[src/dec6502_config.svh]
// ~~~~~~~~~~~~~~~~~~~~~~~~~~~~~~~~~~~~~~~~~~~~~~~~~~
// Data width, carry index, addressing-mode columns
// and op-group codes of the 6502 decoder
// ~~~~~~~~~~~~~~~~~~~~~~~~~~~~~~~~~~~~~~~~~~~~~~~~~~
`ifndef DEC6502_CONFIG_SVH
`define DEC6502_CONFIG_SVH

`define REG_WIDTH 8
`define CARRY_BIT 0

`define AM_X_IND 3'b000        // (zp,X), or immediate for LDX/LDY
`define AM_IMPL  3'b010        // Immediate, accumulator or implied

// Op-group code is {opcode[7:5], opcode[1:0]}
`define GRP_ORA 5'b000_01
`define GRP_AND 5'b001_01
`define GRP_EOR 5'b010_01
`define GRP_ADC 5'b011_01
`define GRP_STA 5'b100_01
`define GRP_LDA 5'b101_01
`define GRP_ASL 5'b000_10
`define GRP_ROL 5'b001_10
`define GRP_LSR 5'b010_10
`define GRP_ROR 5'b011_10
`define GRP_STX 5'b100_10
`define GRP_LDX 5'b101_10
`define GRP_DEC 5'b110_10
`define GRP_INC 5'b111_10
`define GRP_STY 5'b100_00
`define GRP_LDY 5'b101_00
`define GRP_INY 5'b110_00
`define GRP_INX 5'b111_00

`endif

[src/dec6502_pkg.sv]
// ~~~~~~~~~~~~~~~~~~~~~~~~~~~~~~~~~~~~~~~~~~~~~~~~~~
// Decoder types: vectors, selector and state enums,
// write enables, instruction plan and control word
// ~~~~~~~~~~~~~~~~~~~~~~~~~~~~~~~~~~~~~~~~~~~~~~~~~~
`include "dec6502_config.svh"

package dec6502_pkg;

        typedef logic [`REG_WIDTH-1:0] byte_t;
        typedef logic [2:0]            addr_mode_t;   // Opcode bits 4..2

        typedef enum logic [2:0] {
                SEL_ACC,
                SEL_X,
                SEL_Y,
                SEL_MEM,
                SEL_IMM,
                SEL_ALU,
                SEL_ZERO,
                SEL_FF
        } sel_t;

        typedef enum logic [2:0] {
                ALU_NONE,
                ALU_OR,
                ALU_AND,
                ALU_XOR,
                ALU_SUM,
                ALU_SR
        } alu_op_t;

        // Shape of the cycle sequence
        typedef enum logic [1:0] {CLASS_ALU_REG, CLASS_MOVE, CLASS_RMW} op_class_t;

        typedef enum logic [1:0] {CARRY_ZERO, CARRY_ONE, CARRY_STATUS} carry_src_t;

        typedef struct packed {
                logic acc;
                logic x;
                logic y;
                logic dout;
                logic stat;
        } we_t;

        typedef struct packed {
                op_class_t  op_class;
                alu_op_t    alu_op;
                sel_t       alu0_sel;
                sel_t       alu1_sel;
                carry_src_t carry_src;
                sel_t       wb_sel;
                we_t        wb_we;
        } plan_t;

        typedef struct packed {
                sel_t    alu0_sel;
                sel_t    alu1_sel;
                alu_op_t alu_op;
                logic    carry_in;
                logic    update_status;
        } ctrl_t;

        typedef enum logic [2:0] {ST_IDLE, ST_SETUP, ST_WAIT_ALU, ST_WRITE, ST_FINISH} seq_state_t;

endpackage

[src/control_out.sv]
// ~~~~~~~~~~~~~~~~~~~~~~~~~~~~~~~~~~~~~~~~~~~~~~~~~~
// Registered control word, write strobes and done
// ~~~~~~~~~~~~~~~~~~~~~~~~~~~~~~~~~~~~~~~~~~~~~~~~~~
`timescale 1ns/1ps
`include "dec6502_config.svh"

module control_out import dec6502_pkg::*; (
        input  logic       clk,
        input  logic       reset_n,
        input  seq_state_t state,
        input  plan_t      plan,
        input  byte_t      status_in,
        output ctrl_t      ctrl,
        output we_t        we,
        output sel_t       wb_sel,
        output logic       instruction_done,
        output logic       busy
);

        logic carry_bit;
        logic busy_q;

        always_comb begin
                case (plan.carry_src)
                        CARRY_ONE:    carry_bit = 1'b1;
                        CARRY_STATUS: carry_bit = status_in[`CARRY_BIT];
                        default:      carry_bit = 1'b0;
                endcase
        end

        always_ff @(posedge clk) begin
                if (!reset_n) begin
                        ctrl             <= '0;
                        wb_sel           <= SEL_ZERO;
                        we               <= '0;
                        instruction_done <= 1'b0;
                        busy_q           <= 1'b0;
                end else begin
                        if (state == ST_IDLE) begin
                                ctrl <= '0;     // Back to NONE once the instruction retires
                        end else begin
                                ctrl <= '{
                                        alu0_sel:      plan.alu0_sel,
                                        alu1_sel:      plan.alu1_sel,
                                        alu_op:        plan.alu_op,
                                        carry_in:      carry_bit,
                                        update_status: plan.wb_we.stat
                                };
                                wb_sel <= plan.wb_sel;
                        end
                        we <= (state == ST_WRITE) ? plan.wb_we : '0;
                        instruction_done <= (state == ST_WRITE && plan.op_class != CLASS_RMW) ||
                                            (state == ST_FINISH);
                        busy_q <= state != ST_IDLE;
                end
        end

        // Rises with SETUP, falls one cycle after the sequence ends
        assign busy = busy_q || (state != ST_IDLE);

endmodule

[src/dec6502_top.sv]
// ~~~~~~~~~~~~~~~~~~~~~~~~~~~~~~~~~~~~~~~~~~~~~~~~~~
// 6502 decoder and sequencer top level
// ~~~~~~~~~~~~~~~~~~~~~~~~~~~~~~~~~~~~~~~~~~~~~~~~~~
`timescale 1ns/1ps

module dec6502_top import dec6502_pkg::*; (
        input  logic  clk,
        input  logic  reset_n,
        input  logic  instruction_ready,
        input  byte_t instruction_in,
        input  byte_t status_in,
        input  logic  alu_done,
        output ctrl_t ctrl,
        output we_t   we,
        output sel_t  wb_sel,
        output logic  instruction_done,
        output logic  busy
);

        logic       accept;
        logic       raw_supported;
        byte_t      opcode;
        sel_t       operand_sel;
        plan_t      plan;
        seq_state_t state;

        opcode_latch u_opcode_latch (
                .clk            (clk),
                .reset_n        (reset_n),
                .instruction_in (instruction_in),
                .accept         (accept),
                .opcode         (opcode),
                .operand_sel    (operand_sel)
        );

        op_classifier u_op_classifier (
                .opcode         (opcode),
                .operand_sel    (operand_sel),
                .instruction_in (instruction_in),
                .plan           (plan),
                .raw_supported  (raw_supported)
        );

        step_sequencer u_step_sequencer (
                .clk               (clk),
                .reset_n           (reset_n),
                .instruction_ready (instruction_ready),
                .raw_supported     (raw_supported),
                .op_class          (plan.op_class),
                .alu_done          (alu_done),
                .accept            (accept),
                .state             (state)
        );

        control_out u_control_out (
                .clk              (clk),
                .reset_n          (reset_n),
                .state            (state),
                .plan             (plan),
                .status_in        (status_in),
                .ctrl             (ctrl),
                .we               (we),
                .wb_sel           (wb_sel),
                .instruction_done (instruction_done),
                .busy             (busy)
        );

endmodule

[src/op_classifier.sv]
// ~~~~~~~~~~~~~~~~~~~~~~~~~~~~~~~~~~~~~~~~~~~~~~~~~~
// Opcode to instruction plan mapping, support check
// ~~~~~~~~~~~~~~~~~~~~~~~~~~~~~~~~~~~~~~~~~~~~~~~~~~
`timescale 1ns/1ps
`include "dec6502_config.svh"

module op_classifier import dec6502_pkg::*; (
        input  byte_t opcode,
        input  sel_t  operand_sel,
        input  byte_t instruction_in,
        output plan_t plan,
        output logic  raw_supported
);

        function automatic logic is_supported(byte_t op);
                logic [4:0] grp;
                addr_mode_t mode;
                grp  = {op[7:5], op[1:0]};
                mode = op[4:2];
                case (grp)
                        `GRP_ORA, `GRP_AND, `GRP_EOR, `GRP_ADC, `GRP_LDA:
                                return 1'b1;
                        `GRP_STA:
                                return mode != `AM_IMPL;
                        `GRP_ASL, `GRP_ROL, `GRP_LSR, `GRP_ROR, `GRP_DEC:
                                return mode inside {3'b001, 3'b010, 3'b011, 3'b101, 3'b111};
                        `GRP_LDX, `GRP_LDY:
                                return mode inside {3'b000, 3'b001, 3'b011, 3'b101, 3'b111};
                        `GRP_INC:
                                return mode inside {3'b001, 3'b011, 3'b101, 3'b111};
                        `GRP_STX:
                                return mode inside {3'b001, 3'b011, 3'b101};
                        `GRP_STY:
                                return mode inside {3'b001, 3'b010, 3'b011, 3'b101};
                        `GRP_INX, `GRP_INY:
                                return mode == `AM_IMPL;
                        default:
                                return 1'b0;    // CMP, SBC, branches and the rest
                endcase
        endfunction

        function automatic plan_t plan_of(byte_t op, sel_t operand);
                plan_t      p;
                logic [4:0] grp;
                addr_mode_t mode;
                grp  = {op[7:5], op[1:0]};
                mode = op[4:2];
                // Default shape is ACC op operand, result back to ACC
                p.op_class  = CLASS_ALU_REG;
                p.alu_op    = ALU_NONE;
                p.alu0_sel  = SEL_ACC;
                p.alu1_sel  = operand;
                p.carry_src = CARRY_ZERO;
                p.wb_sel    = SEL_ALU;
                p.wb_we     = '0;
                if (!is_supported(op)) begin
                        p.op_class = CLASS_MOVE;
                end else begin
                        case (grp)
                                `GRP_ORA, `GRP_AND, `GRP_EOR: begin
                                        p.alu_op = (grp == `GRP_ORA) ? ALU_OR :
                                                   (grp == `GRP_AND) ? ALU_AND : ALU_XOR;
                                        p.wb_we.acc = 1'b1;
                                end
                                `GRP_ADC: begin
                                        p.alu_op     = ALU_SUM;
                                        p.carry_src  = CARRY_STATUS;
                                        p.wb_we.acc  = 1'b1;
                                        p.wb_we.stat = 1'b1;
                                end
                                `GRP_ASL, `GRP_ROL, `GRP_LSR, `GRP_ROR: begin
                                        // Bit 6 picks right shift, bit 5 the rotate
                                        p.alu_op     = op[6] ? ALU_SR : ALU_SUM;
                                        p.alu0_sel   = operand;
                                        p.alu1_sel   = op[6] ? SEL_ZERO : operand;
                                        p.carry_src  = op[5] ? CARRY_STATUS : CARRY_ZERO;
                                        p.wb_we.acc  = 1'b1;
                                        p.wb_we.stat = 1'b1;
                                end
                                `GRP_LDA, `GRP_LDX, `GRP_LDY: begin
                                        p.op_class  = CLASS_MOVE;
                                        p.wb_sel    = operand;
                                        p.wb_we.acc = grp == `GRP_LDA;
                                        p.wb_we.x   = grp == `GRP_LDX;
                                        p.wb_we.y   = grp == `GRP_LDY;
                                end
                                `GRP_STA, `GRP_STX: begin
                                        p.op_class   = CLASS_MOVE;
                                        p.wb_sel     = (grp == `GRP_STA) ? SEL_ACC : SEL_X;
                                        p.wb_we.dout = 1'b1;
                                end
                                `GRP_STY: begin
                                        if (mode == `AM_IMPL) begin     // DEY
                                                p.alu_op   = ALU_SUM;
                                                p.alu0_sel = operand;
                                                p.alu1_sel = SEL_FF;
                                                p.wb_we.y  = 1'b1;
                                        end else begin
                                                p.op_class   = CLASS_MOVE;
                                                p.wb_sel     = SEL_Y;
                                                p.wb_we.dout = 1'b1;
                                        end
                                end
                                `GRP_DEC: begin
                                        p.alu_op   = ALU_SUM;
                                        p.alu0_sel = operand;
                                        p.alu1_sel = SEL_FF;     // Add 0xFF to decrement
                                        if (mode == `AM_IMPL) begin     // DEX
                                                p.wb_we.x = 1'b1;
                                        end else begin
                                                p.op_class   = CLASS_RMW;
                                                p.wb_we.dout = 1'b1;
                                        end
                                end
                                `GRP_INC: begin
                                        p.op_class   = CLASS_RMW;
                                        p.alu_op     = ALU_SUM;
                                        p.alu0_sel   = operand;
                                        p.alu1_sel   = SEL_ZERO;
                                        p.carry_src  = CARRY_ONE;
                                        p.wb_we.dout = 1'b1;
                                        p.wb_we.stat = 1'b1;
                                end
                                default: begin                  // INX, INY
                                        p.alu_op     = ALU_SUM;
                                        p.alu0_sel   = operand;
                                        p.alu1_sel   = SEL_ZERO;
                                        p.carry_src  = CARRY_ONE;
                                        p.wb_we.x    = grp == `GRP_INX;
                                        p.wb_we.y    = grp == `GRP_INY;
                                        p.wb_we.stat = 1'b1;
                                end
                        endcase
                end
                if (p.op_class == CLASS_MOVE) begin
                        p.alu0_sel = SEL_ZERO;  // ALU sits idle on loads and stores
                        p.alu1_sel = SEL_ZERO;
                end
                return p;
        endfunction

        assign plan          = plan_of(opcode, operand_sel);
        assign raw_supported = is_supported(instruction_in);

endmodule

[src/opcode_latch.sv]
// ~~~~~~~~~~~~~~~~~~~~~~~~~~~~~~~~~~~~~~~~~~~~~~~~~~
// Opcode register with operand source resolution
// ~~~~~~~~~~~~~~~~~~~~~~~~~~~~~~~~~~~~~~~~~~~~~~~~~~
`timescale 1ns/1ps
`include "dec6502_config.svh"

module opcode_latch import dec6502_pkg::*; (
        input  logic  clk,
        input  logic  reset_n,
        input  byte_t instruction_in,
        input  logic  accept,
        output byte_t opcode,
        output sel_t  operand_sel
);

        function automatic sel_t resolve_operand(byte_t op);
                addr_mode_t mode;
                mode = op[4:2];
                case (op)
                        8'hE8, 8'hCA: return SEL_X;     // INX, DEX
                        8'hC8, 8'h88: return SEL_Y;     // INY, DEY
                        default: ;
                endcase
                if (mode == `AM_IMPL)
                        return op[0] ? SEL_IMM : SEL_ACC;
                // LDY #imm and LDX #imm sit in the (zp,X) column
                if (mode == `AM_X_IND)
                        return (op == 8'hA0 || op == 8'hA2) ? SEL_IMM : SEL_MEM;
                return SEL_MEM;
        endfunction

        always_ff @(posedge clk) begin
                if (!reset_n) begin
                        opcode      <= '0;      // BRK, never accepted
                        operand_sel <= SEL_MEM;
                end else if (accept) begin
                        opcode      <= instruction_in;
                        operand_sel <= resolve_operand(instruction_in);
                end
        end

endmodule

[src/step_sequencer.sv]
// ~~~~~~~~~~~~~~~~~~~~~~~~~~~~~~~~~~~~~~~~~~~~~~~~~~
// Instruction step FSM
// ~~~~~~~~~~~~~~~~~~~~~~~~~~~~~~~~~~~~~~~~~~~~~~~~~~
`timescale 1ns/1ps

module step_sequencer import dec6502_pkg::*; (
        input  logic       clk,
        input  logic       reset_n,
        input  logic       instruction_ready,
        input  logic       raw_supported,
        input  op_class_t  op_class,
        input  logic       alu_done,
        output logic       accept,
        output seq_state_t state
);

        seq_state_t next_state;

        // Strobes outside IDLE are dropped
        assign accept = (state == ST_IDLE) && instruction_ready && raw_supported;

        always_comb begin
                next_state = state;
                case (state)
                        ST_IDLE: begin
                                if (accept)
                                        next_state = ST_SETUP;
                        end
                        ST_SETUP: begin
                                next_state = (op_class == CLASS_MOVE) ? ST_WRITE : ST_WAIT_ALU;
                        end
                        ST_WAIT_ALU: begin
                                if (alu_done)
                                        next_state = ST_WRITE;
                        end
                        ST_WRITE: begin
                                // Memory write lands before done on RMW
                                next_state = (op_class == CLASS_RMW) ? ST_FINISH : ST_IDLE;
                        end
                        default: begin
                                next_state = ST_IDLE;
                        end
                endcase
        end

        always_ff @(posedge clk) begin
                if (!reset_n)
                        state <= ST_IDLE;
                else
                        state <= next_state;
        end

endmodule

[config.mk]
export PLATFORM = sky130hd
export DESIGN_NAME = dec6502_top
export DESIGN_NICKNAME = d
export VERILOG_FILES = /design/src/dec6502_pkg.sv /design/src/control_out.sv /design/src/dec6502_top.sv /design/src/op_classifier.sv /design/src/opcode_latch.sv /design/src/step_sequencer.sv
export VERILOG_INCLUDE_DIRS = /design/src
export SDC_FILE = /design/constraint.sdc
export NUM_CORES = 1
export LEC_CHECK = 0
export ABC_AREA = 1
export BUFFER_PORTS_ARGS = -buffer_cell sky130_fd_sc_hd__buf_2
export CAP_MARGIN = 15
export CORE_ASPECT_RATIO = 1.1
export CORE_UTILIZATION = 45
export CTS_CLUSTER_SIZE = 40
export DETAILED_ROUTE_END_ITERATION = 7
export PLACE_DENSITY_LB_ADDON = 0.12
export SYNTH_ARGS = -nofsm -noshare
export SYNTH_HDL_FRONTEND = slang
export SYNTH_SLANG_ARGS = --single-unit
[constraint.sdc]
create_clock -name clk -period 3.44 [get_ports clk]
set_clock_uncertainty 0.15 [all_clocks]
set_input_delay 0.344 -clock clk [delete_from_list [all_inputs] [get_ports clk]]
set_output_delay 0.344 -clock clk [all_outputs]
set_load 0.005 [all_outputs]
== Yosys cells after proc, flatten, opt, wreduce, memory -nomap -nowiden ==
Cells that the tools add are included.

* Flip-flop bits (word level): 35
* Bits in latches: 0
* Memory bits (writable): 0
* Bits in read-only memories: 0
* Input bits: 20
* Output and inout port bits: 21
* Word-level logic and storage cells: 188
* Memories: 0

* Add/subtract/negate cells: 0
* $mul: 0
* Div/mod/pow operators: 0
* $lt $le $gt $ge: 0
* Equality and inequality tests: 65
* Shift operators: 0
* Mux-type cells: 53
* Bitwise operators: 2
* Reduce and logical (&&, ||, !) cells: 50

{| class="wikitable"
|+ Operators by type and width
! operator !! count
|-
| 5-bit equality test (second input constant) || 20
|-
| 8-bit equality test (second input constant) || 6
|-
| 5-bit by 4-bit equality test with 1-bit output (second input constant) || 8
|-
| 3-bit two-way mux || 13
|-
| 5-bit OR reduction || 5
|-
| 3-bit one-hot mux with 4 select lines || 2
|-
| 6-bit one-hot mux with 4 select lines || 1
|-
| 12-bit OR reduction || 2
|-
| 5-bit by 3-bit equality test with 1-bit output (second input constant) || 4
|-
| 1-bit two-way mux || 20
|-
| 5-bit nonzero test || 4
|-
| 3-bit by 2-bit equality test with 1-bit output (second input constant) || 6
|-
| 2-bit OR reduction || 9
|-
| 16-bit two-way mux || 1
|-
| 1-bit one-hot mux with 8 select lines || 2
|-
| 4-bit nonzero test || 4
|-
| 3-bit equality test (second input constant) || 5
|-
| 3-bit OR reduction || 5
|-
| 4-bit OR reduction || 3
|-
| 5-bit by 1-bit equality test with 1-bit output (second input constant) || 2
|-
| 5-bit by 2-bit equality test with 1-bit output (second input constant) || 2
|-
| 10-bit OR reduction || 1
|-
| 3-bit by 1-bit equality test with 1-bit output (second input constant) || 3
|-
| 3-bit logical NOT || 3
|-
| other kinds (21) || 39
|}

== Logic depth before layout (Yosys ltp) ==
* Depth after elaboration: 16
* Mapped depth: 13
* Depth with buffers taken out: 13

== Modules after synthesis ==
From an unflattened synthesis, not the netlist that was laid out.

* Cell total of the unflattened synthesis: 374
* Area, all modules: 2279.7 um2

{| class="wikitable"
|+ By module, submodules not included
! module !! instances !! cells each !! area an instance (um2) !! seq. area each (um2)
|-
| op_classifier || 1 || 192 || 917.1 || 0.0
|-
| control_out || 1 || 84 || 716.9 || 420.4
|-
| opcode_latch || 1 || 75 || 500.5 || 220.2
|-
| step_sequencer || 1 || 23 || 145.1 || 60.1
|}

== Worst setup path after synthesis ==
Ideal clock, no wire load.

* Path kind: flip-flop to flip-flop
* From: register u_opcode_latch.opcode[5]
* To: register, netlist name u_control_out.ctrl[8]
* Setup time: 0.115 ns
* Data arrival time: 1.313 ns
* Required time: 3.175 ns
* Slack: 1.861 ns
* Stages on the path, launching flop included: 10
* Buffers on the path: 0
* Clock period less this slack: 1.579 ns
* Cell sequence: dfxtp_1 > nor2_2 > nand2_2 > nor2_4 > inv_2 > nand2_1 > nor2_1 > nand2_2 > nand3_1 > and3_1

* Cells in the longest elaborated chain, start to end: 6
* Elaborated cells on any way between the ends: 32
* Those cells by class: eq/ne: 19; mux: 4; bitwise: 1; reduce/logical: 8

{| class="wikitable"
|+ RTL lines
! what !! RTL line !! RTL
|-
| start, declared || opcode_latch.sv:12 || <nowiki>output byte_t opcode,</nowiki>
|-
| start signal, assigned || opcode_latch.sv:37 || <nowiki>opcode <= instruction_in;</nowiki>
|-
| 5-bit by 2-bit equality test with 1-bit output, or another cell as far along || op_classifier.sv:20, op_classifier.sv:59 ||
|-
| 5-bit OR reduction, or another cell as far along || op_classifier.sv:20 || <nowiki>case (grp)</nowiki>
|-
| 1-bit one-hot mux with 8 select lines / 2-bit one-hot mux with 4 select lines (equally long branches) || op_classifier.sv:20, op_classifier.sv:59 ||
|-
| 2-bit two-way mux || op_classifier.sv:56 || <nowiki>if (!is_supported(op)) begin</nowiki>
|-
| 2-bit by 1-bit equality test with 1-bit output || op_classifier.sv:135 || <nowiki>if (p.op_class == CLASS_MOVE) begin</nowiki>
|-
| 4-bit OR reduction (no line) || n/a ||
|}

Parallel ways exist; a longest one is shown, timed or not.
A chain may end at the register's enable or synchronous reset.

== Final worst setup path ==
* From: register u_opcode_latch.opcode[7]
* To: register, netlist name u_control_out.ctrl[9]

* Cells in the longest elaborated chain, start to end: 6
* Elaborated cells on any way between the ends: 32
* Those cells by class: eq/ne: 19; mux: 6; reduce/logical: 7

{| class="wikitable"
|+ RTL lines
! what !! RTL line
|-
| 5-bit by 2-bit equality test with 1-bit output, or another cell as far along || op_classifier.sv:20, op_classifier.sv:59
|-
| 5-bit OR reduction, or another cell as far along || op_classifier.sv:20
|-
| 1-bit one-hot mux with 8 select lines / 2-bit one-hot mux with 4 select lines (equally long branches) || op_classifier.sv:20, op_classifier.sv:59
|-
| 2-bit two-way mux || op_classifier.sv:56
|-
| 2-bit by 1-bit equality test with 1-bit output || op_classifier.sv:135
|-
| 6-bit two-way mux (*) || op_classifier.sv:135
|}

Mark *: on every way between the ends. The rest lies on a longest branch, timed or not.

==> flow_summary.ini <==
[status]
status = finished, final reports clean

[route]
wl_per_cell_um = 11.6
wirelength_um = 4460
initialDrtViolationCount = 69
drc = 0
antenna_left = 0
dr.pass1.iters = 4
vias = 1960
vias_per_cell = 5.09

[cells_and_area]
final_cells = 385
final_common_cell = nand2_1
fin_util_pct = 56.3
num_antenna_cells = 0
syn2layout_area_growth_pct = 17.8
nNetsFinal = 352
final_layout_size_suffix_gt1_share_pct = 19.2
final_cell_mix = nand2_1 (68), nor2_1 (37), inv_1 (35), dfxtp_1 (35), buf_2 (33)
fin_area_um2 = 2270

[power]
sw_frac_of_total_pct = 28.2
ir_worst_vdd_mv = 0.243
power_frac_clock_pct = 37.8
powerDensity_nw_per_um2 = 503
p_comb_share_pct = 20.9
leakagePower_uw = 0.00110
p_switching_uw = 322
p_seq_share_pct = 41.3
power.internal_uw = 817

[logic_synthesis]
synthFlopType = dfxtp_1
syn_nets = 315
synth-compound-area-share_pct = 14.6
synth_simple_gate_area_share_pct = 40.7
synth-adder-area-share_pct = 0
yosys_warnings = 0
ys_seq_area_share_pct = 36.4
synth_area_um2 = 1920
ys_ff_latch = 35
synth_top_family_by_area = simple AND/OR/NAND/NOR gates
avgSynthCellArea_um2 = 6.52
netlist_instances = 295
synth_edf_count = 0
synth_cell_types = 28
async_flop_share_pct = 0
post_synth_mux_area_share_pct = 0
synthXorXnorAreaFrac_pct = 0

[setup_path]
crit_chain = inv_1 > nor2_1 > nand3_1 > nand2_1 > nor2_1 > nand2_2 > nand3_1 > a21oi_1 > nor2_1
slowest_stage = dfxtp_1
crit_type = reg -> reg
cpPeakStageDelay_ns = 0.56
cp_num_buf_inv = 1
cp_max_fo = 11
path_delay_family = simple AND/OR/NAND/NOR gates
worstPathArrival_ns = 2.15
worstSetupStartpointType = flop
cp_common_cell = nor2_1
crit_required_ns = 3.47
cp-end-kind = flop

[timing]
finalSetupViolCount = 0
period_minus_slack_ns = 2.11
hold_viol = 0
slew_headroom_pct = 70.6
worstMarginPinSlew_ns = 0.440
rsz0062_at_grt = no
fmax_mhz = 473
fin_worst_hold_slack_ns = 0.146
setup_tns_ns = 0
maxSlewViolCount = 0
period_share_pct = 61.5

[global_routing]
grt_pass1_vias = 1701
grt_first_pass_wirelength_um = 7380
antenna_found_initial = 0
grt_remaining_overflow = 0
grt_use_total_pct = 21.0
grt_max_degree = 15

[cts]
cts_tree = yes
postCtsSetupBuffers = 0
cts_buffers = 5
cts_root_buffer = clkbuf_8
clkSlewWorstSetupHoldPaths_ns = 0.07
post_cts_resized = 0
cts.htree.levels = 2
clock_latency_ns = 0.29
cts_num_sinks = 35
cts_hold_buf = 0
cts_max_path_buffers = 2

[floorplan]
fp.dieW_um = 64.3
num_io_pins = 41
rows = 24
start_util_pct = 47.8
core-area_um2 = 4020
dieArea_um2 = 4540
die_h_um = 70.6

[place]
dpl.hpwl_um = 3420
placed_cells = 377
post_dp_cell_area_um2 = 2130
portBuffers = 33
gp_congestion = 0.862

[run]
maxCapViolCount = 0

[min_path]
min_path_type = in -> reg
per-stage QoR:
| step | total power [µW] | setup WS [ns] |
|---|---|---|
| finish | 1140 | 1.33 |
| global route | 1210 | 1.15 |
| CTS | 1150 | 1.36 |
| detailed placement | 717 | 1.37 |
| global placement | 714 | 1.40 |
| floorplan | 645 | 1.86 |
routing by layer:
metal | global-route usage (%) | wire [µm] | vias to the layer above
li1 | - | - | 1027
met1 | 25.1 | 1910 | 847
met2 | 34.2 | 2110 | 70
met3 | 4.52 | 294 | 16
met4 | 12.8 | 145 | 0
met5 | 0 | 0 | -
worst register-to-register path, cell delays in order, from the launching register on:
cell	delay, ns
dfxtp_1	0.56
inv_1	0.15
nor2_1	0.18
nand3_1	0.24
nand2_1	0.23
nor2_1	0.07
nand2_2	0.11
nand3_1	0.12
a21oi_1	0.16
nor2_1	0.05
flip-flops by register name (all words and copies together) (netlist names):
name and cells:
u_opcode_latch.operand_sel 3, u_control_out.instruction_done 1, u_step_sequencer.state 3, u_control_out.busy_q 1, u_control_out.wb_sel 3, u_control_out.ctrl 11, u_control_out.we 5, u_opcode_latch.opcode 8
cell families (layout without fill, tap and decap cells):
family | after synthesis | in the layout
buffers and inverters | 40 | 78
AO/OA/AOI/OAI | 54 | 54
flip-flops | 35 | 35
AND/OR/NAND/NOR | 166 | 166
synth_stat cells (3+ instances only):
cell	instances	share of area (%)
nand2_1	68	13
nor2_1	37	7.2
dfxtp_1	35	36
inv_1	35	6.8
a21oi_1	31	8.1
nand3_1	28	7.3
o21ai_0	14	3.6
nor2_2	7	2.3
nand2_2	5	1.6
nor3_1	5	1.3
nand2_4	4	2.3
o21ai_1	3	0.78
area by class of cell:
class	count	area [µm²]
well taps	52	65.1
inverters	37	139
flip-flops and latches	35	701
clock inverters	2	60.1
fillers	427	1760
multi-input cells	220	1060
repair buffers	33	165
clock buffers	6	72.6
worst paths after layout:
kind | depth (start not counted) | slack, ns | from | endpoint
max | 9 | 1.33 | u_opcode_latch.opcode[7]$_SDFFE_PN0P_ | u_control_out.ctrl[9]$_SDFF_PP0_
max reg2reg | 9 | 1.33 | u_opcode_latch.opcode[7]$_SDFFE_PN0P_ | u_control_out.ctrl[9]$_SDFF_PP0_
min | 2 | 0.15 | reset_n | u_control_out.wb_sel[2]$_SDFFE_PN1N_
min reg2reg | 2 | 0.33 | u_control_out.wb_sel[1]$_SDFFE_PN1N_ | u_control_out.wb_sel[1]$_SDFFE_PN1N_
power by group through the flow:
stage	combinational [µW]	clock [µW]	sequential [µW]
6_report	238	431	471
5_1_grt	270	458	476
4_1_cts	239	442	471
3_5_place_dp	238	0	479
3_3_place_gp	236	0	478
2_1_floorplan	170	0	475
Note: power is estimated with default switching activity, not from simulation.
